<file path="src/logic/pipe_cfg.svh">
`ifndef PIPE_CFG_SVH
`define PIPE_CFG_SVH

// datapath word width
`define PIPE_XLEN 32

// register file address width
`define PIPE_RADDR_W 5

// one bit per alu operation
`define PIPE_ALU_OPS 12

// data ram depth in words, indexed by addr[9:2]
`define PIPE_DMEM_WORDS 256

`endif

</file>
<file path="src/logic/alu_pkg.sv">
`include "pipe_cfg.svh"

package alu_pkg;

    // one-hot operation select, exactly one bit set per valid op
    typedef logic [`PIPE_ALU_OPS-1:0] alu_op_t;

    // bit positions within alu_op_t
    localparam int OP_ADD  = 0;
    localparam int OP_SUB  = 1;
    localparam int OP_SLT  = 2;
    localparam int OP_SLTU = 3;
    localparam int OP_AND  = 4;
    localparam int OP_OR   = 5;
    localparam int OP_NOR  = 6;
    localparam int OP_XOR  = 7;
    localparam int OP_SLL  = 8;
    localparam int OP_SRL  = 9;
    localparam int OP_SRA  = 10;
    // upper immediate already shifted by decode, passed through on src2
    localparam int OP_LUI  = 11;

endpackage

</file>
<file path="src/logic/pipe_pkg.sv">
`include "pipe_cfg.svh"

package pipe_pkg;

    // data word as seen by alu, ram and writeback
    typedef logic [`PIPE_XLEN-1:0] word_t;

    // destination register number
    typedef logic [`PIPE_RADDR_W-1:0] reg_addr_t;

    // instruction address carried down the pipe for tracing
    typedef logic [`PIPE_XLEN-1:0] pc_t;

endpackage

</file>
<file path="src/logic/es_ms_if.sv">
`timescale 1ns/1ps

interface es_ms_if;
    import pipe_pkg::*;

    // handshake
    logic      valid;
    logic      allowin;

    // record, flags already qualified by valid
    logic      res_from_mem;
    logic      rf_we;
    reg_addr_t rf_waddr;
    word_t     alu_result;
    pc_t       pc;

    modport ex (
        output valid,
        output res_from_mem,
        output rf_we,
        output rf_waddr,
        output alu_result,
        output pc,
        input  allowin
    );

    modport mem (
        input  valid,
        input  res_from_mem,
        input  rf_we,
        input  rf_waddr,
        input  alu_result,
        input  pc,
        output allowin
    );

endinterface

</file>
<file path="src/logic/alu.sv">
`timescale 1ns/1ps
`include "pipe_cfg.svh"

module alu (
    input  alu_pkg::alu_op_t alu_op,
    input  pipe_pkg::word_t  src1,
    input  pipe_pkg::word_t  src2,
    output pipe_pkg::word_t  result
);
    import alu_pkg::*;
    import pipe_pkg::*;

    localparam int MSB = `PIPE_XLEN - 1;

    logic       use_sub;
    word_t      add_b;
    word_t      add_sum;
    logic       add_cout;
    logic       slt_bit;
    logic       sltu_bit;
    logic [4:0] shamt;

    // one adder shared by add, sub and both compares
    assign use_sub = alu_op[OP_SUB] | alu_op[OP_SLT] | alu_op[OP_SLTU];
    assign add_b   = use_sub ? ~src2 : src2;
    assign {add_cout, add_sum} = src1 + add_b + {{MSB{1'b0}}, use_sub};

    // signed: differing signs decide directly, else sign of the difference
    assign slt_bit  = (src1[MSB] & ~src2[MSB])
                    | (~(src1[MSB] ^ src2[MSB]) & add_sum[MSB]);
    // no carry out of a - b means a borrow
    assign sltu_bit = ~add_cout;

    assign shamt = src2[4:0];

    always_comb begin
        result = ({`PIPE_XLEN{alu_op[OP_ADD] | alu_op[OP_SUB]}} & add_sum)
               | ({`PIPE_XLEN{alu_op[OP_SLT]}}  & {{MSB{1'b0}}, slt_bit})
               | ({`PIPE_XLEN{alu_op[OP_SLTU]}} & {{MSB{1'b0}}, sltu_bit})
               | ({`PIPE_XLEN{alu_op[OP_AND]}}  & (src1 & src2))
               | ({`PIPE_XLEN{alu_op[OP_OR]}}   & (src1 | src2))
               | ({`PIPE_XLEN{alu_op[OP_NOR]}}  & ~(src1 | src2))
               | ({`PIPE_XLEN{alu_op[OP_XOR]}}  & (src1 ^ src2))
               | ({`PIPE_XLEN{alu_op[OP_SLL]}}  & (src1 << shamt))
               | ({`PIPE_XLEN{alu_op[OP_SRL]}}  & (src1 >> shamt))
               | ({`PIPE_XLEN{alu_op[OP_SRA]}}  & word_t'($signed(src1) >>> shamt))
               | ({`PIPE_XLEN{alu_op[OP_LUI]}}  & src2);
    end

endmodule

</file>
<file path="src/logic/ex_stage.sv">
`timescale 1ns/1ps

module ex_stage (
    input  logic                 clk,
    input  logic                 resetn,
    input  logic                 in_valid,
    output logic                 in_allowin,
    input  alu_pkg::alu_op_t     in_alu_op,
    input  pipe_pkg::word_t      in_src1,
    input  pipe_pkg::word_t      in_src2,
    input  pipe_pkg::word_t      in_rkd_value,
    input  logic                 in_res_from_mem,
    input  logic                 in_mem_we,
    input  logic                 in_rf_we,
    input  pipe_pkg::reg_addr_t  in_rf_waddr,
    input  pipe_pkg::pc_t        in_pc,
    es_ms_if.ex                  es2ms,
    output logic                 dmem_en,
    output logic [3:0]           dmem_we,
    output pipe_pkg::word_t      dmem_addr,
    output pipe_pkg::word_t      dmem_wdata
);
    import alu_pkg::*;
    import pipe_pkg::*;

    logic      es_valid;
    logic      es_go;
    alu_op_t   es_alu_op;
    word_t     es_src1;
    word_t     es_src2;
    word_t     es_rkd_value;
    logic      es_res_from_mem;
    logic      es_mem_we;
    logic      es_rf_we;
    reg_addr_t es_rf_waddr;
    pc_t       es_pc;
    word_t     es_alu_result;

    // work completes in zero cycles, so only downstream space matters
    assign in_allowin = ~es_valid | es2ms.allowin;
    assign es_go      = es_valid & es2ms.allowin;

    always_ff @(posedge clk) begin
        if (!resetn) begin
            es_valid <= 1'b0;
        end else if (in_allowin) begin
            es_valid <= in_valid;
        end
    end

    // operation fields, loaded on acceptance
    always_ff @(posedge clk) begin
        if (in_valid && in_allowin) begin
            es_alu_op       <= in_alu_op;
            es_src1         <= in_src1;
            es_src2         <= in_src2;
            es_rkd_value    <= in_rkd_value;
            es_res_from_mem <= in_res_from_mem;
            es_mem_we       <= in_mem_we;
            es_rf_we        <= in_rf_we;
            es_rf_waddr     <= in_rf_waddr;
            es_pc           <= in_pc;
        end
    end

    alu u_alu (
        .alu_op (es_alu_op),
        .src1   (es_src1),
        .src2   (es_src2),
        .result (es_alu_result)
    );

    assign es2ms.valid        = es_valid;
    assign es2ms.res_from_mem = es_valid & es_res_from_mem;
    // a store never writes the register file
    assign es2ms.rf_we        = es_valid & es_rf_we & ~es_mem_we;
    assign es2ms.rf_waddr     = es_rf_waddr;
    assign es2ms.alu_result   = es_alu_result;
    assign es2ms.pc           = es_pc;

    // ram access only on the transfer edge, so a stall cannot repeat it
    assign dmem_en    = es_go & (es_res_from_mem | es_mem_we);
    assign dmem_we    = {4{es_go & es_mem_we}};
    assign dmem_addr  = es_alu_result;
    assign dmem_wdata = es_rkd_value;

    // each store reaches the ram only once
    a_write_once: assert property (@(posedge clk) disable iff (!resetn)
        (dmem_we != 4'b0) |=> (dmem_we == 4'b0) || $past(in_valid && in_allowin))
        else $error("ex_stage: ram written twice for one store");

    // a refusing stage stays full with its operation
    a_full_holds: assert property (@(posedge clk) disable iff (!resetn)
        !in_allowin |=> (es_valid && $stable(es_pc)))
        else $error("ex_stage: held operation lost while input refused");

endmodule

</file>
<file path="src/flat_wrapper.sv">
// flat-port wrapper written by rule: the top's interface ports become plain ports
module ex_stage_flat import alu_pkg::*; import pipe_pkg::*;
  (clk, resetn, in_valid, in_allowin, in_alu_op, in_src1, in_src2, in_rkd_value, in_res_from_mem, in_mem_we, in_rf_we, in_rf_waddr, in_pc, dmem_en, dmem_we, dmem_addr, dmem_wdata, es2ms_valid, es2ms_res_from_mem, es2ms_rf_we, es2ms_rf_waddr, es2ms_alu_result, es2ms_pc, es2ms_allowin);
  es_ms_if es2ms_i ();
  input  logic clk;
  input  logic resetn;
  input  logic in_valid;
  output logic in_allowin;
  input  alu_pkg::alu_op_t in_alu_op;
  input  pipe_pkg::word_t in_src1;
  input  pipe_pkg::word_t in_src2;
  input  pipe_pkg::word_t in_rkd_value;
  input  logic in_res_from_mem;
  input  logic in_mem_we;
  input  logic in_rf_we;
  input  pipe_pkg::reg_addr_t in_rf_waddr;
  input  pipe_pkg::pc_t in_pc;
  output logic dmem_en;
  output logic [3:0] dmem_we;
  output pipe_pkg::word_t dmem_addr;
  output pipe_pkg::word_t dmem_wdata;
  output wire logic [$bits(es2ms_i.valid)-1:0] es2ms_valid;
  output wire logic [$bits(es2ms_i.res_from_mem)-1:0] es2ms_res_from_mem;
  output wire logic [$bits(es2ms_i.rf_we)-1:0] es2ms_rf_we;
  output wire logic [$bits(es2ms_i.rf_waddr)-1:0] es2ms_rf_waddr;
  output wire logic [$bits(es2ms_i.alu_result)-1:0] es2ms_alu_result;
  output wire logic [$bits(es2ms_i.pc)-1:0] es2ms_pc;
  input wire logic [$bits(es2ms_i.allowin)-1:0] es2ms_allowin;
  assign es2ms_valid = es2ms_i.valid;
  assign es2ms_res_from_mem = es2ms_i.res_from_mem;
  assign es2ms_rf_we = es2ms_i.rf_we;
  assign es2ms_rf_waddr = es2ms_i.rf_waddr;
  assign es2ms_alu_result = es2ms_i.alu_result;
  assign es2ms_pc = es2ms_i.pc;
  assign es2ms_i.allowin = es2ms_allowin;
  ex_stage u_core (.clk(clk), .resetn(resetn), .in_valid(in_valid), .in_allowin(in_allowin), .in_alu_op(in_alu_op), .in_src1(in_src1), .in_src2(in_src2), .in_rkd_value(in_rkd_value), .in_res_from_mem(in_res_from_mem), .in_mem_we(in_mem_we), .in_rf_we(in_rf_we), .in_rf_waddr(in_rf_waddr), .in_pc(in_pc), .es2ms(es2ms_i), .dmem_en(dmem_en), .dmem_we(dmem_we), .dmem_addr(dmem_addr), .dmem_wdata(dmem_wdata));
endmodule
</file>
<file path="config.mk">
export PLATFORM = sky130hd
export DESIGN_NAME = ex_stage_flat
export DESIGN_NICKNAME = d
export VERILOG_FILES = /design/src/logic/alu_pkg.sv /design/src/logic/pipe_pkg.sv /design/src/logic/es_ms_if.sv /design/src/logic/alu.sv /design/src/logic/ex_stage.sv /design/src/flat_wrapper.sv
export VERILOG_INCLUDE_DIRS = /design/src /design/src/logic
export SDC_FILE = /design/constraint.sdc
export NUM_CORES = 1
export LEC_CHECK = 0
export ABC_AREA = 1
export BUFFER_PORTS_ARGS = -buffer_cell sky130_fd_sc_hd__buf_4
export CORE_ASPECT_RATIO = 0.75
export CORE_MARGIN = 8
export CORE_UTILIZATION = 50
export CTS_CLUSTER_DIAMETER = 150
export DETAILED_ROUTE_END_ITERATION = 7
export GPL_TIMING_DRIVEN = 0
export PLACE_DENSITY = 0.75
export SLEW_MARGIN = 30
export SYNTH_ARGS = -nofsm -noshare
export SYNTH_HDL_FRONTEND = slang
export SYNTH_HIERARCHICAL = 1
export SYNTH_SLANG_ARGS = --single-unit
</file>
<file path="constraint.sdc">
create_clock -name clk -period 13.75 [get_ports clk]
set_clock_uncertainty 0.1 [all_clocks]
set_input_delay 2.0625 -clock clk [delete_from_list [all_inputs] [get_ports clk]]
set_output_delay 2.0625 -clock clk [all_outputs]
set_load 0.02 [all_outputs]
</file>
==> impl_metrics.py <==
metrics = {
    "place": {
        "dpl_cell_area_sq_um": 15500,
        "dp_hpwl_mm": 50.0,
        "gp_congestion": 1.16,
        "dp_slack_ns": 7.50,
        "dp_cells": 2333,
        "io_buffers": 293,
    },
    "global_route": {
        "grt_usage_pct": 38.7,
        "use_met3_pct": 22.6,
        "grt_max_degree": 25,
        "grt-busiest-layer": "met2",
        "first_global_vias": 13500,
        "grt_overflow": 0,
        "use_met2_pct": 53.3,
        "antenna_found_initial": 2,
        "grtUsageMet1_pct": 49.8,
        "grt_pass1_wl_mm": 87.3,
    },
    "final_layout": {
        "synthToLayoutAreaGrowth_pct": 26.8,
        "fin_cells": 2366,
        "post_route_cells_drive_above_1_share_pct": 20.8,
        "final_util_pct": 64.5,
        "final_common_cell": "nand2_1",
        "nets": 2265,
        "antenna_cells": 0,
        "final_area_sq_um": 16100,
        "final_cell_mix": "nand2_1 (463), buf_4 (330), edfxtp_1 (148)",
    },
    "sta": {
        "slew_violations": 0,
        "maxSlewHeadroom_pct": 25.0,
        "worst_slew_pin_slew_ns": 1.12,
        "period_share_pct": 51.2,
        "setup_slack_ns": 6.71,
        "tns_ns": 0,
        "setup_violations": 0,
        "max_freq_mhz": 142,
        "rsz0062_at_grt": "no",
        "hold_viol": 0,
        "fin_crit_ns": 7.04,
        "finalHoldWorstSlack_ns": 0.499,
    },
    "status": {
        "outcome": "complete, but fails checks",
        "failed_checks": "DRC",
    },
    "setup_path": {
        "critical_path_buf_inv_count": 7,
        "crit_required_ns": 11.59,
        "critPathTopFamily": "buffers and inverters",
        "slowest_stage": "clkbuf_1",
        "worstSetupEndpointType": "primary output",
        "path_class": "reg2out",
        "critPathMaxStageDelay_ns": 0.65,
        "crit_chain": "buf_2, inv_1, clkbuf_1, clkbuf_1, xor2_1, ha_1, inv_1, o21bai_1, a21boi_0, nand2_1, nand2_1, nand2_1, nand3_1, nand2_1, o21ai_0, o21ai_0, buf_4, buf_4",
        "startpoint_type": "flip-flop",
        "cpMostUsedCell": "nand2_1",
        "critical_path_arrival_ns": 4.88,
        "crit_path_max_fanout": 10,
    },
    "power": {
        "ir_drop_uv": 98.4,
        "p_leak_nw": 7.34,
        "power_density_nw_per_um2": 102,
        "p_total_mw": 1.64,
    },
    "synthesis": {
        "synth_top_family_by_area": "simple AND/OR/NAND/NOR gates",
        "netlist_instances": 1694,
        "ys_ff_latch": 149,
        "yosys.area_share.simple_pct": 22.6,
        "synth_fa_ha_area_share_pct": 9.72,
        "synth_edf_count": 148,
        "synth_ff_type": "edfxtp_1",
        "synth.area.mux_share_pct": 1.10,
        "ys_warn_count": 6,
        "synth.distinct_cells": 48,
        "syn_nets": 1944,
        "ys_async_sr_fraction_pct": 0,
        "yosys.area_share.xor_xnor_pct": 2.21,
        "syn_avg_cell_area_sq_um": 7.49,
        "ys_seq_area_share_pct": 35.2,
        "netlist_area_sq_um": 12700,
        "synth_compound_gate_area_share_pct": 19.7,
    },
    "routing": {
        "drt_pass1_iterations": 8,
        "drc_errors": 1,
        "drtAntennaViolNets": 0,
        "via_per_inst": 6.18,
        "drt_iter0_markers": 2764,
        "wirelength_mm": 61.7,
        "via_count": 14600,
        "wl_per_cell_microns": 26.1,
    },
    "clock_tree": {
        "cts-root-buf": "clkbuf_16",
        "cts_max_path_buffers": 2,
        "post_cts_resized": 0,
        "clock_latency_ns": 0.42,
        "cts_setup_buffers": 0,
        "cts_sinks": 149,
        "clk_pin_slew_ns": 0.06,
        "hold_buffers": 0,
        "cts-buffers-inserted": 17,
        "cts_htree_levels": 4,
        "cts_tree": "done",
    },
    "die": {
        "dieHeight_microns": 154,
        "core_region_area_sq_um": 25000,
        "die_area_sq_um": 30800,
        "die_w_microns": 200,
        "start_util_pct": 50.8,
        "io_pins": 294,
        "row_count": 50,
    },
    "flow_run": {
        "maxCapViolations": 0,
    },
    "min_path": {
        "hold_path_class": "reg2reg",
    },
}
## synth_stat cells (all sizes together), types with 5 or more instances
library cell  number  area [sq um]
nand3             89           445
a2111oi            5          43.8
a21oi             96           495
o21ai            224          1140
xor2              32           280
inv              147           552
clkbuf            40           150
a21o               5          37.5
nor3              10          55.1
mux2i             14           140
nand4             14          87.6
o21a              12          90.1
nand2            464          1740
o21bai             6          45.0
o221ai             6          52.6
a31oi             10          62.6
or2               13          81.3
edfxtp           148          4440
o211ai            34           255
a211oi             7          52.6
o2111ai            8          70.1
nor2             106           403
buf               76           488
a221oi            11          96.3
ha                97          1210
## worst min-delay path, delay by kind of cell (launching register included)
kind / cells / cell delay [ns]
DFF: 1 / 0.39
and+or+nand+nor: 1 / 0.12
AOI/OAI and AO/OA: 1 / 0.04
## flip-flops by register name, summed over array words and instances (netlist names)
| signal | cells |
|---|---|
| u_core/dmem_wdata | 32 |
| u_core/es2ms.pc | 32 |
| u_core/es_src1 | 32 |
| u_core/es_src2 | 32 |
| u_core/es_alu_op | 12 |
| u_core/es2ms.rf_waddr | 5 |
| u_core/es2ms.valid | 1 |
| u_core/es_mem_we | 1 |
| u_core/es_res_from_mem | 1 |
| u_core/es_rf_we | 1 |
## layout make-up
| type | count | area (sq um) |
|---|---|---|
| plain buffers | 116 | 638 |
| clock buffers | 19 | 433 |
| clock inverters | 13 | 144 |
| fillers | 2160 | 8870 |
| inverters | 150 | 563 |
| multi-input cells | 1279 | 7060 |
| flip-flops and latches | 149 | 4460 |
| well taps | 338 | 423 |
| repair buffers | 302 | 2360 |
## report_power, final
group / switching (mW) / leakage, nW / internal [mW]
clock network: 0.206 / 0.271 / 0.255
registers: 0.0265 / 1.44 / 0.532
logic: 0.414 / 5.63 / 0.206
total: 0.646 / 7.34 / 0.993
## per-layer routing
| metal | part of all wire, % | wire [microns] | up-vias |
|---|---|---|---|
| li1 | - | - | 6427 |
| met4 | 3.9 | 2400 | 6 |
| met1 | 37 | 22700 | 6685 |
| met3 | 19 | 12000 | 192 |
| met5 | 0.24 | 146 | - |
| met2 | 40 | 24400 | 1323 |
## worst paths after layout
kind,start,end,slack [ns],cells past startpoint
max,u_core/es_src2[4],es2ms_alu_result[27],6.71,18
min,u_core/es2ms.valid,u_core/es2ms.valid,0.50,2
max reg2reg,u_core/es2ms.valid,u_core/es2ms.pc[23],11.55,6
min reg2reg,u_core/es2ms.valid,u_core/es2ms.valid,0.50,2
## logic make-up (layout without fill, tap and decap cells)
family | after synthesis | in the layout
multiplexers | 14 | 14
XOR/XNOR | 32 | 32
AND/OR/NAND/NOR | 704 | 704
flip-flops | 149 | 149
buffers and inverters | 266 | 600
AO/OA/AOI/OAI | 431 | 431
adder cells (fa/ha/maj) | 98 | 98
Power figures use the tool's default switching activity.
