<file path="src/logic/pipe_cfg.svh">
`ifndef PIPE_CFG_SVH
`define PIPE_CFG_SVH

// datapath word width
`define PIPE_XLEN 32

// register file address width
`define PIPE_RADDR_W 5

// one bit per alu operation
`define PIPE_ALU_OPS 12

// data ram depth in words, indexed by addr[9:2]
`define PIPE_DMEM_WORDS 256

`endif

</file>
<file path="src/logic/pipe_pkg.sv">
`include "pipe_cfg.svh"

package pipe_pkg;

    // data word as seen by alu, ram and writeback
    typedef logic [`PIPE_XLEN-1:0] word_t;

    // destination register number
    typedef logic [`PIPE_RADDR_W-1:0] reg_addr_t;

    // instruction address carried down the pipe for tracing
    typedef logic [`PIPE_XLEN-1:0] pc_t;

endpackage

</file>
<file path="src/logic/es_ms_if.sv">
`timescale 1ns/1ps

interface es_ms_if;
    import pipe_pkg::*;

    // handshake
    logic      valid;
    logic      allowin;

    // record, flags already qualified by valid
    logic      res_from_mem;
    logic      rf_we;
    reg_addr_t rf_waddr;
    word_t     alu_result;
    pc_t       pc;

    modport ex (
        output valid,
        output res_from_mem,
        output rf_we,
        output rf_waddr,
        output alu_result,
        output pc,
        input  allowin
    );

    modport mem (
        input  valid,
        input  res_from_mem,
        input  rf_we,
        input  rf_waddr,
        input  alu_result,
        input  pc,
        output allowin
    );

endinterface

</file>
<file path="src/logic/mem_stage.sv">
`timescale 1ns/1ps

module mem_stage (
    input  logic                clk,
    input  logic                resetn,
    es_ms_if.mem                es2ms,
    input  pipe_pkg::word_t     dmem_rdata,
    output logic                wb_valid,
    input  logic                wb_ready,
    output logic                wb_rf_we,
    output pipe_pkg::reg_addr_t wb_rf_waddr,
    output pipe_pkg::word_t     wb_rf_wdata,
    output pipe_pkg::pc_t       wb_pc
);
    import pipe_pkg::*;

    logic      ms_valid;
    logic      ms_res_from_mem;
    logic      ms_rf_we;
    reg_addr_t ms_rf_waddr;
    word_t     ms_alu_result;
    pc_t       ms_pc;

    // wb_ready acts as the writeback stage allowin
    assign es2ms.allowin = ~ms_valid | wb_ready;

    always_ff @(posedge clk) begin
        if (!resetn) begin
            ms_valid <= 1'b0;
        end else if (es2ms.allowin) begin
            ms_valid <= es2ms.valid;
        end
    end

    always_ff @(posedge clk) begin
        if (es2ms.valid && es2ms.allowin) begin
            ms_res_from_mem <= es2ms.res_from_mem;
            ms_rf_we        <= es2ms.rf_we;
            ms_rf_waddr     <= es2ms.rf_waddr;
            ms_alu_result   <= es2ms.alu_result;
            ms_pc           <= es2ms.pc;
        end
    end

    assign wb_valid    = ms_valid;
    assign wb_rf_we    = ms_valid & ms_rf_we;
    assign wb_rf_waddr = ms_rf_waddr;
    // load data was registered by the ram on the same transfer edge
    assign wb_rf_wdata = ms_res_from_mem ? dmem_rdata : ms_alu_result;
    assign wb_pc       = ms_pc;

    // also relies on the ram not being re-enabled during a stall
    a_wb_stable: assert property (@(posedge clk) disable iff (!resetn)
        (wb_valid && !wb_ready) |=>
            (wb_valid && $stable({wb_rf_we, wb_rf_waddr, wb_rf_wdata, wb_pc})))
        else $error("mem_stage: writeback record changed while stalled");

endmodule

</file>
<file path="src/flat_wrapper.sv">
// flat-port wrapper written by rule: the top's interface ports become plain ports
module mem_stage_flat import pipe_pkg::*;
  (clk, resetn, dmem_rdata, wb_valid, wb_ready, wb_rf_we, wb_rf_waddr, wb_rf_wdata, wb_pc, es2ms_valid, es2ms_res_from_mem, es2ms_rf_we, es2ms_rf_waddr, es2ms_alu_result, es2ms_pc, es2ms_allowin);
  es_ms_if es2ms_i ();
  input  logic clk;
  input  logic resetn;
  input  pipe_pkg::word_t dmem_rdata;
  output logic wb_valid;
  input  logic wb_ready;
  output logic wb_rf_we;
  output pipe_pkg::reg_addr_t wb_rf_waddr;
  output pipe_pkg::word_t wb_rf_wdata;
  output pipe_pkg::pc_t wb_pc;
  input wire logic [$bits(es2ms_i.valid)-1:0] es2ms_valid;
  input wire logic [$bits(es2ms_i.res_from_mem)-1:0] es2ms_res_from_mem;
  input wire logic [$bits(es2ms_i.rf_we)-1:0] es2ms_rf_we;
  input wire logic [$bits(es2ms_i.rf_waddr)-1:0] es2ms_rf_waddr;
  input wire logic [$bits(es2ms_i.alu_result)-1:0] es2ms_alu_result;
  input wire logic [$bits(es2ms_i.pc)-1:0] es2ms_pc;
  output wire logic [$bits(es2ms_i.allowin)-1:0] es2ms_allowin;
  assign es2ms_i.valid = es2ms_valid;
  assign es2ms_i.res_from_mem = es2ms_res_from_mem;
  assign es2ms_i.rf_we = es2ms_rf_we;
  assign es2ms_i.rf_waddr = es2ms_rf_waddr;
  assign es2ms_i.alu_result = es2ms_alu_result;
  assign es2ms_i.pc = es2ms_pc;
  assign es2ms_allowin = es2ms_i.allowin;
  mem_stage u_core (.clk(clk), .resetn(resetn), .es2ms(es2ms_i), .dmem_rdata(dmem_rdata), .wb_valid(wb_valid), .wb_ready(wb_ready), .wb_rf_we(wb_rf_we), .wb_rf_waddr(wb_rf_waddr), .wb_rf_wdata(wb_rf_wdata), .wb_pc(wb_pc));
endmodule
</file>
<file path="config.mk">
export PLATFORM = sky130hd
export DESIGN_NAME = mem_stage_flat
export DESIGN_NICKNAME = d
export VERILOG_FILES = /design/src/logic/pipe_pkg.sv /design/src/logic/es_ms_if.sv /design/src/logic/mem_stage.sv /design/src/flat_wrapper.sv
export VERILOG_INCLUDE_DIRS = /design/src /design/src/logic
export SDC_FILE = /design/constraint.sdc
export NUM_CORES = 1
export LEC_CHECK = 0
export ABC_AREA = 1
export BUFFER_PORTS_ARGS = -buffer_cell sky130_fd_sc_hd__buf_2
export CAP_MARGIN = 20
export CORE_ASPECT_RATIO = 0.75
export CORE_UTILIZATION = 45
export CTS_BUF_LIST = sky130_fd_sc_hd__clkbuf_16
export CTS_CLUSTER_DIAMETER = 80
export CTS_CLUSTER_SIZE = 8
export DETAILED_ROUTE_END_ITERATION = 12
export PLACE_DENSITY = 0.92
export SYNTH_ARGS = -nofsm -noshare
export SYNTH_HDL_FRONTEND = slang
export SYNTH_SLANG_ARGS = --single-unit
</file>
<file path="constraint.sdc">
create_clock -name clk -period 7.5 [get_ports clk]
set_input_delay 1.5 -clock clk [delete_from_list [all_inputs] [get_ports clk]]
set_output_delay 1.5 -clock clk [all_outputs]
set_load 0.03 [all_outputs]
</file>
==> results.md, run 1 <==
| Quantity | Value |
|---|---|
| Post-route setup TNS | 0 ns |
| Required time of the critical path | 6.00 ns |
| Final-report hold violation count | 0 |
| Die outline area | 6540 sq um |
| Reg clk slew, reported paths | 0.05 ns |
| Outcome | completed |
| Largest net degree at the start of global routing | 65 |
| Number of standard-cell rows in the floorplan | 24 |
| Number of setup buffers added after CTS | 0 |
| Mapped Avg Cell Area | 15.3 sq um |
| Number of global-route vias before repair | 2035 |
| Syn nets | 290 |
| Clock skew after layout | 0.00436 ns |
| Via density per instance | 4.50 |
| Remaining global-route overflow | 0 |
| Classification of the worst-slack hold path | flip-flop to flip-flop |
| Number of CTS-inserted buffers | 9 |
| Initial antenna violation count | 0 |
| Number of sinks on the clock net | 72 |
| Startpoint kind of the worst setup timing path | input pin |
| Residual antenna-violating net count after detailed routing | 0 |
| Level count of the clock H-tree | 3 |
| Cell area after synthesis | 2800 sq um |
| Final count of pins violating max slew | 0 |
| Core footprint | 5920 sq um |
| Setup CP Type | input pin to primary output |
| Final wirelength | 5.82 mm |
| RSZ-0062 raised after global routing | no |
| Largest stage delay on the critical path | 0.24 ns |
| GR Layer Usage met1 | 16.7% |
| Overall routing resource usage | 18.3% |
| Chip height | 70.3 microns |
| Psw | 0.257 mW |
| Element type at the critical path end | primary output |
| # setup viols final | 0 |
| TritonRoute pass-1 iters | 4 |
| Skew-Pair Late Insertion Delay | 0.32 ns |
| Worst vdd ir | 0.000180 V |
| Number of antenna cells inserted | 0 |
| Share of total power in sequential cells | 46.2% |
| Die width | 93.0 microns |
| DRC marker count from the first detailed-route iteration | 68 |
| Proportion of synthesized chip area in sequential cells | 76.9% |
| Total number of vias | 2021 |
| Count of mapped cells out of synthesis | 183 |
| Cell Area, Placed | 3710 sq um |
| Number of maximum-capacitance constraint violations | 0 |
| Initial cell density of the core | 47.3% |
| Input/output buffers | 178 |
| Net count of the finished layout | 474 |
| Internal power | 0.776 mW |
| Power Density | 258 nW/um^2 |
| Maximum clock frequency | 287 MHz |
| Per-cell routed wire length | 13.0 microns |
| Number of distinct library cells after synthesis | 11 |
| Maximum net fanout on the critical path | 1 |
| CP dominant cell by count | sky130_fd_sc_hd__buf_2 |
| Switching portion of total power | 24.9% |
| Count of pins on the block boundary | 179 |
| Headroom to the max-slew limit | 37.1% |
| Syn. warnings | 0 |
| Met3 routing resource usage after global routing | 7.30% |
| Hold slack final | 0.548 ns |
| Reported leakage power | 1.91 nW |
| Final critical-path required period | 3.48 ns |
| Post-route clock period utilization | 46.4% |
| Post-detailed-route DRC marker count | 0 |
| Met2 capacity usage during global routing | 34.8% |
| Layer with the highest usage after global routing | met2 |
| Data arrival at the endpoint of the critical path | 1.98 ns |
| Slowest cell on the critical path | sky130_fd_sc_hd__buf_2 |
| Number of register bits inferred by synthesis | 72 |
| Final HPWL DP | 4.54 mm |
| Post-CTS Resized | 0 |
| Area growth from synthesis to final layout | 43.2% |
| Worst path cell trace | buf_2, nand2_1, o21ai_0, buf_2 |
| Share of total power in combinational logic | 14.2% |
| Number of buffers on the longest clock path | 2 |
| Root buffer selected by CTS | sky130_fd_sc_hd__clkbuf_16 |
| Count of hold-fix buffers inserted at cts | 0 |
| Weighted congestion reported at the end of routability-driven placement | 0.717 |
| Clock tree from TritonCTS | yes |
| Least-Margin Pin Slew | 0.941 ns |
| Final std cell area, no fill | 4010 sq um |
| Global-route wire length before repair | 8.73 mm |
| Proportion of layout cells with a drive suffix above 1 | 61.2% |
| Clock network fraction of total power | 39.6% |
==> power groups by stage <==
stage | combinational [mW] | sequential, mW | clock (mW)
2_1_floorplan | 0.0702 | 0.512 | 0
3_3_place_gp | 0.145 | 0.484 | 0
3_5_place_dp | 0.148 | 0.485 | 0
4_1_cts | 0.149 | 0.477 | 0.419
5_1_grt | 0.157 | 0.479 | 0.430
6_report | 0.147 | 0.477 | 0.409
==> metal layers <==
layer / part of all wire [%] / wire, microns
met3: 9.3 / 543
met1: 35 / 2050
met4: 1.9 / 112
met2: 53 / 3110
met5: 0 / 0
==> final cells by class <==
type,instances,area (sq um)
Clock buffer,9,225
Clock inverter,6,68.8
Fill cell,422,1910
Inverter,36,135
Multi-Input combinational cell,68,423
Sequential cell,72,2150
Tap cell,78,97.6
Timing Repair Buffer,180,906
==> state kept, by name, indices dropped and copies added (netlist names) <==
| register | flops |
|---|---|
| u_core.ms_res_from_mem | 1 |
| u_core.ms_alu_result | 32 |
| u_core.ms_rf_we | 1 |
| u_core.wb_valid | 1 |
| u_core.wb_rf_waddr | 5 |
| u_core.wb_pc | 32 |
==> layout by cell type (no fill, tap or decap), drive strengths merged <==
master	n
a21oi	2
buf	180
bufinv	1
clkbuf	9
clkinv	3
clkinvlp	1
dfxtp	1
edfxtp	71
inv	37
nand2	34
o21ai	32
==> stage by stage <==
stage                     util, %  cells  total power, mW  setup WS (ns)
after floorplan                 -    183            0.582           1.99
final                        67.7    449             1.03           4.02
after global placement       62.8    434            0.628           4.01
after CTS                    67.7    449             1.04           4.00
after global routing         67.7    449             1.07           3.96
after detailed placement     62.8    434            0.634           4.00
==> worst paths after layout <==
| kind | start | endpoint | slack [ns] | depth (start not counted) |
|---|---|---|---|---|
| worst max-delay path | dmem_rdata[29] | wb_rf_wdata[29] | 4.02 | 4 |
| worst min-delay path | u_core.wb_valid | u_core.wb_valid | 0.55 | 2 |
| worst max register to register | u_core.wb_valid | u_core.wb_pc[2] | 5.43 | 2 |
| worst min register to register | u_core.wb_valid | u_core.wb_valid | 0.55 | 2 |
==> synthesized netlist by cell type <==
cell type	number	area share, %
sky130_fd_sc_hd__inv_1	36	4.8
sky130_fd_sc_hd__o21ai_0	3	0.54
sky130_fd_sc_hd__buf_12	1	0.72
sky130_fd_sc_hd__buf_8	3	1.6
sky130_fd_sc_hd__o21ai_2	29	9.1
sky130_fd_sc_hd__nand2_1	32	4.3
sky130_fd_sc_hd__nand2_2	2	0.45
sky130_fd_sc_hd__a21oi_1	2	0.36
sky130_fd_sc_hd__buf_6	3	1.2
sky130_fd_sc_hd__dfxtp_1	1	0.72
sky130_fd_sc_hd__edfxtp_1	71	76
==> critical path, delay by kind of cell <==
family / cells / cell delay [ns]
buf+inv: 2 / 0.31
compound gates: 1 / 0.13
simple gates: 1 / 0.04
==> cell families after synthesis <==
family | after synthesis | synth area share, %
AOI/OAI and AO/OA | 34 | 9.97
DFF | 72 | 76.9
and+or+nand+nor | 34 | 4.74
buffers and inverters | 43 | 8.36
Power figures use the tool's default switching activity.
==> inputs of run 2 (changes only) <==
--- a/config.mk
+++ b/config.mk
@@ -10,12 +10,12 @@
 export BUFFER_PORTS_ARGS = -buffer_cell sky130_fd_sc_hd__buf_2
 export CAP_MARGIN = 20
 export CORE_ASPECT_RATIO = 0.75
-export CORE_UTILIZATION = 45
+export CORE_UTILIZATION = 38
 export CTS_BUF_LIST = sky130_fd_sc_hd__clkbuf_16
 export CTS_CLUSTER_DIAMETER = 80
 export CTS_CLUSTER_SIZE = 8
 export DETAILED_ROUTE_END_ITERATION = 12
-export PLACE_DENSITY = 0.92
+export PLACE_DENSITY = 0.84
 export SYNTH_ARGS = -nofsm -noshare
 export SYNTH_HDL_FRONTEND = slang
 export SYNTH_SLANG_ARGS = --single-unit
==> constraint.sdc (replaced) <==
create_clock -name clk -period 2.9 [get_ports clk]
set_input_delay 0.58 -clock clk [delete_from_list [all_inputs] [get_ports clk]]
set_output_delay 0.58 -clock clk [all_outputs]
set_load 0.03 [all_outputs]
==> results.md, run 2 (synthesis gave the netlist of run 1 again) <==
| Quantity | Value | Change |
|---|---|---|
| Outcome | completed |  |
| Headroom to the max-slew limit | 54.8% | +18 points |
| Classification of the worst-slack hold path | input pin to flip-flop |  |
| Number of maximum-capacitance constraint violations | 0 | unchanged |
| Most common cell after layout, fill and taps aside | sky130_fd_sc_hd__buf_2 |  |
| Count of hold-fix buffers inserted at cts | 0 | unchanged |
| Weighted congestion reported at the end of routability-driven placement | 0.743 | +3.6% |
| Reg clk slew, reported paths | 0.06 ns | about the same |
| Worst vdd ir | 0.000447 V | +150% |
| Level count of the clock H-tree | 3 | unchanged |
| Overall routing resource usage | 15.4% | -2.8 points |
| Number of standard-cell rows in the floorplan | 26 | +8.3% |
| Required time of the critical path | 2.32 ns | -3.68 ns |
| Via density per instance | 4.28 | -4.8% |
| Total number of vias | 2022 | +0.049% |
| Clock skew after layout | 0.00633 ns | +0.00197 ns |
| Element type at the critical path end | primary output |  |
| Final count of pins violating max slew | 0 | unchanged |
| Root buffer selected by CTS | sky130_fd_sc_hd__clkbuf_16 |  |
| Number of fill cells in the layout | 582 | +38% |
| Startpoint kind of the worst setup timing path | flip-flop |  |
| Clock tree from TritonCTS | yes |  |
| Die width | 101 microns | +8.6% |
| Post-CTS Resized | 0 | unchanged |
| Final critical-path required period | 2.10 ns |  |
| Post-detailed-route DRC marker count | 0 | unchanged |
| Skew-Pair Late Insertion Delay | 0.33 ns | about the same |
| Reported leakage power | 1.95 nW | +1.8% |
| Initial antenna violation count | 0 | unchanged |
| Post-route setup TNS | 0 ns | unchanged |
| Remaining global-route overflow | 0 | unchanged |
| Power Density | 681 nW/um^2 | +160% |
| Maximum clock frequency | 476 MHz |  |
| DRC marker count from the first detailed-route iteration | 33 | -51% |
| Core footprint | 6960 sq um | +18% |
| Number of antenna cells inserted | 0 | unchanged |
| Input/output buffers | 178 | unchanged |
| Largest net degree at the start of global routing | 39 | -40% |
| TritonRoute pass-1 iters | 4 | unchanged |
| Number of CTS-inserted buffers | 9 | unchanged |
| Final-report hold violation count | 0 | unchanged |
| Per-cell routed wire length | 12.1 microns | -6.7% |
| Chip height | 76.3 microns | +8.6% |
| Post-route clock period utilization | 72.5% |  |
| Final HPWL DP | 4.48 mm | -1.4% |
| Data arrival at the endpoint of the critical path | 1.52 ns | -0.46 ns |
| RSZ-0062 raised after global routing | no |  |
| Count of pins on the block boundary | 179 | unchanged |
| Proportion of layout cells with a drive suffix above 1 | 61.2% | about the same |
| Commonest non-fill, non-tap cells in the layout | 178 x sky130_fd_sc_hd__buf_2, 71 x sky130_fd_sc_hd__edfxtp_1, 36 x sky130_fd_sc_hd__inv_1 |  |
| Global-route wire length before repair | 8.68 mm | -0.55% |
| Die outline area | 7710 sq um | +18% |
| # setup viols final | 0 | unchanged |
| Least-Margin Pin Slew | 0.676 ns | -0.265 ns |
| Number of global-route vias before repair | 2006 | -1.4% |
| Sum of internal, switching and leakage power | 2.80 mW | +170% |
| Number of setup buffers added after CTS | 0 | unchanged |
| Number of buffers on the longest clock path | 2 | unchanged |
| Net count of the finished layout | 476 | +0.42% |
| Area growth from synthesis to final layout | 46.6% |  |
| Share of the core filled with cells | 58.9% | -8.8 points |
| Number of sinks on the clock net | 72 | unchanged |
| Maximum net fanout on the critical path | 38 | +37 |
| Setup CP Type | flip-flop to primary output |  |
| Initial cell density of the core | 40.2% | -7.1 points |
| Final wirelength | 5.71 mm | -2.0% |
| Residual antenna-violating net count after detailed routing | 0 | unchanged |
-- run 2: cell types whose count changed in the layout (fill, tap and decap cells not counted), sizes merged --
cell	delta
bufinv	+1
buf	+2
clkinvlp	-1
inv	+3
clkinv	-2
-- run 2: cell type report --
type,count,area (sq um),area share [%]
Sequential cell,72,2150,52.5
Clock inverter,7,98.8,2.41
Inverter,36,135,3.29
Clock buffer,9,225,5.49
Multi-Input combinational cell,68,423,10.3
Tap cell,98,123,2.99
Timing Repair Buffer,182,946,23.1
-- run 2: path summary, 6_finish.rpt --
check                                            start                      to  slack, ns  depth (start not counted)
worst max-delay path            u_core.ms_res_from_mem          wb_rf_wdata[0]       0.80                          4
worst min-delay path                       es2ms_pc[8]         u_core.wb_pc[8]       0.42                          1
worst max register to register         u_core.wb_valid  u_core.ms_res_from_mem       1.38                          2
worst min register to register         u_core.wb_valid         u_core.wb_valid       0.54                          2
-- run 2: per-layer routing --
layer  global-route usage [%]  wire [microns]  part of all wire, %  vias up
met4                     7.39              80                  1.4        0
li1                         -               -                    -     1000
met2                     27.6            2850                   50      115
met1                     14.4            2090                   37      901
met3                     7.80             680                   12        6
met5                        0               0                    0        -
-- run 2: worst max-delay path: stages (launching register included) --
cell,delay [ns]
sky130_fd_sc_hd__edfxtp_1,0.35
sky130_fd_sc_hd__buf_4,0.40
sky130_fd_sc_hd__nand2_1,0.14
sky130_fd_sc_hd__o21ai_2,0.08
sky130_fd_sc_hd__buf_2,0.21
-- run 2: power by group --
| group | leakage [nW] | switching, mW | internal, mW |
|---|---|---|---|
| Clock | 0.159 | 0.417 | 0.761 |
| Combinational | 1.09 | 0.255 | 0.131 |
| Sequential | 0.695 | 0.0148 | 1.22 |
-- run 2: metrics by stage --
step	instance area, sq um	hold WS [ns]	worst slack, ns	std cells
2_1_floorplan	2810	0.679	0.628	183
3_3_place_gp	3780	0.547	1.04	456
3_5_place_dp	3780	0.538	0.996	456
4_1_cts	4100	0.409	0.780	472
5_1_grt	4100	0.406	0.713	472
6_report	4100	0.424	0.798	472
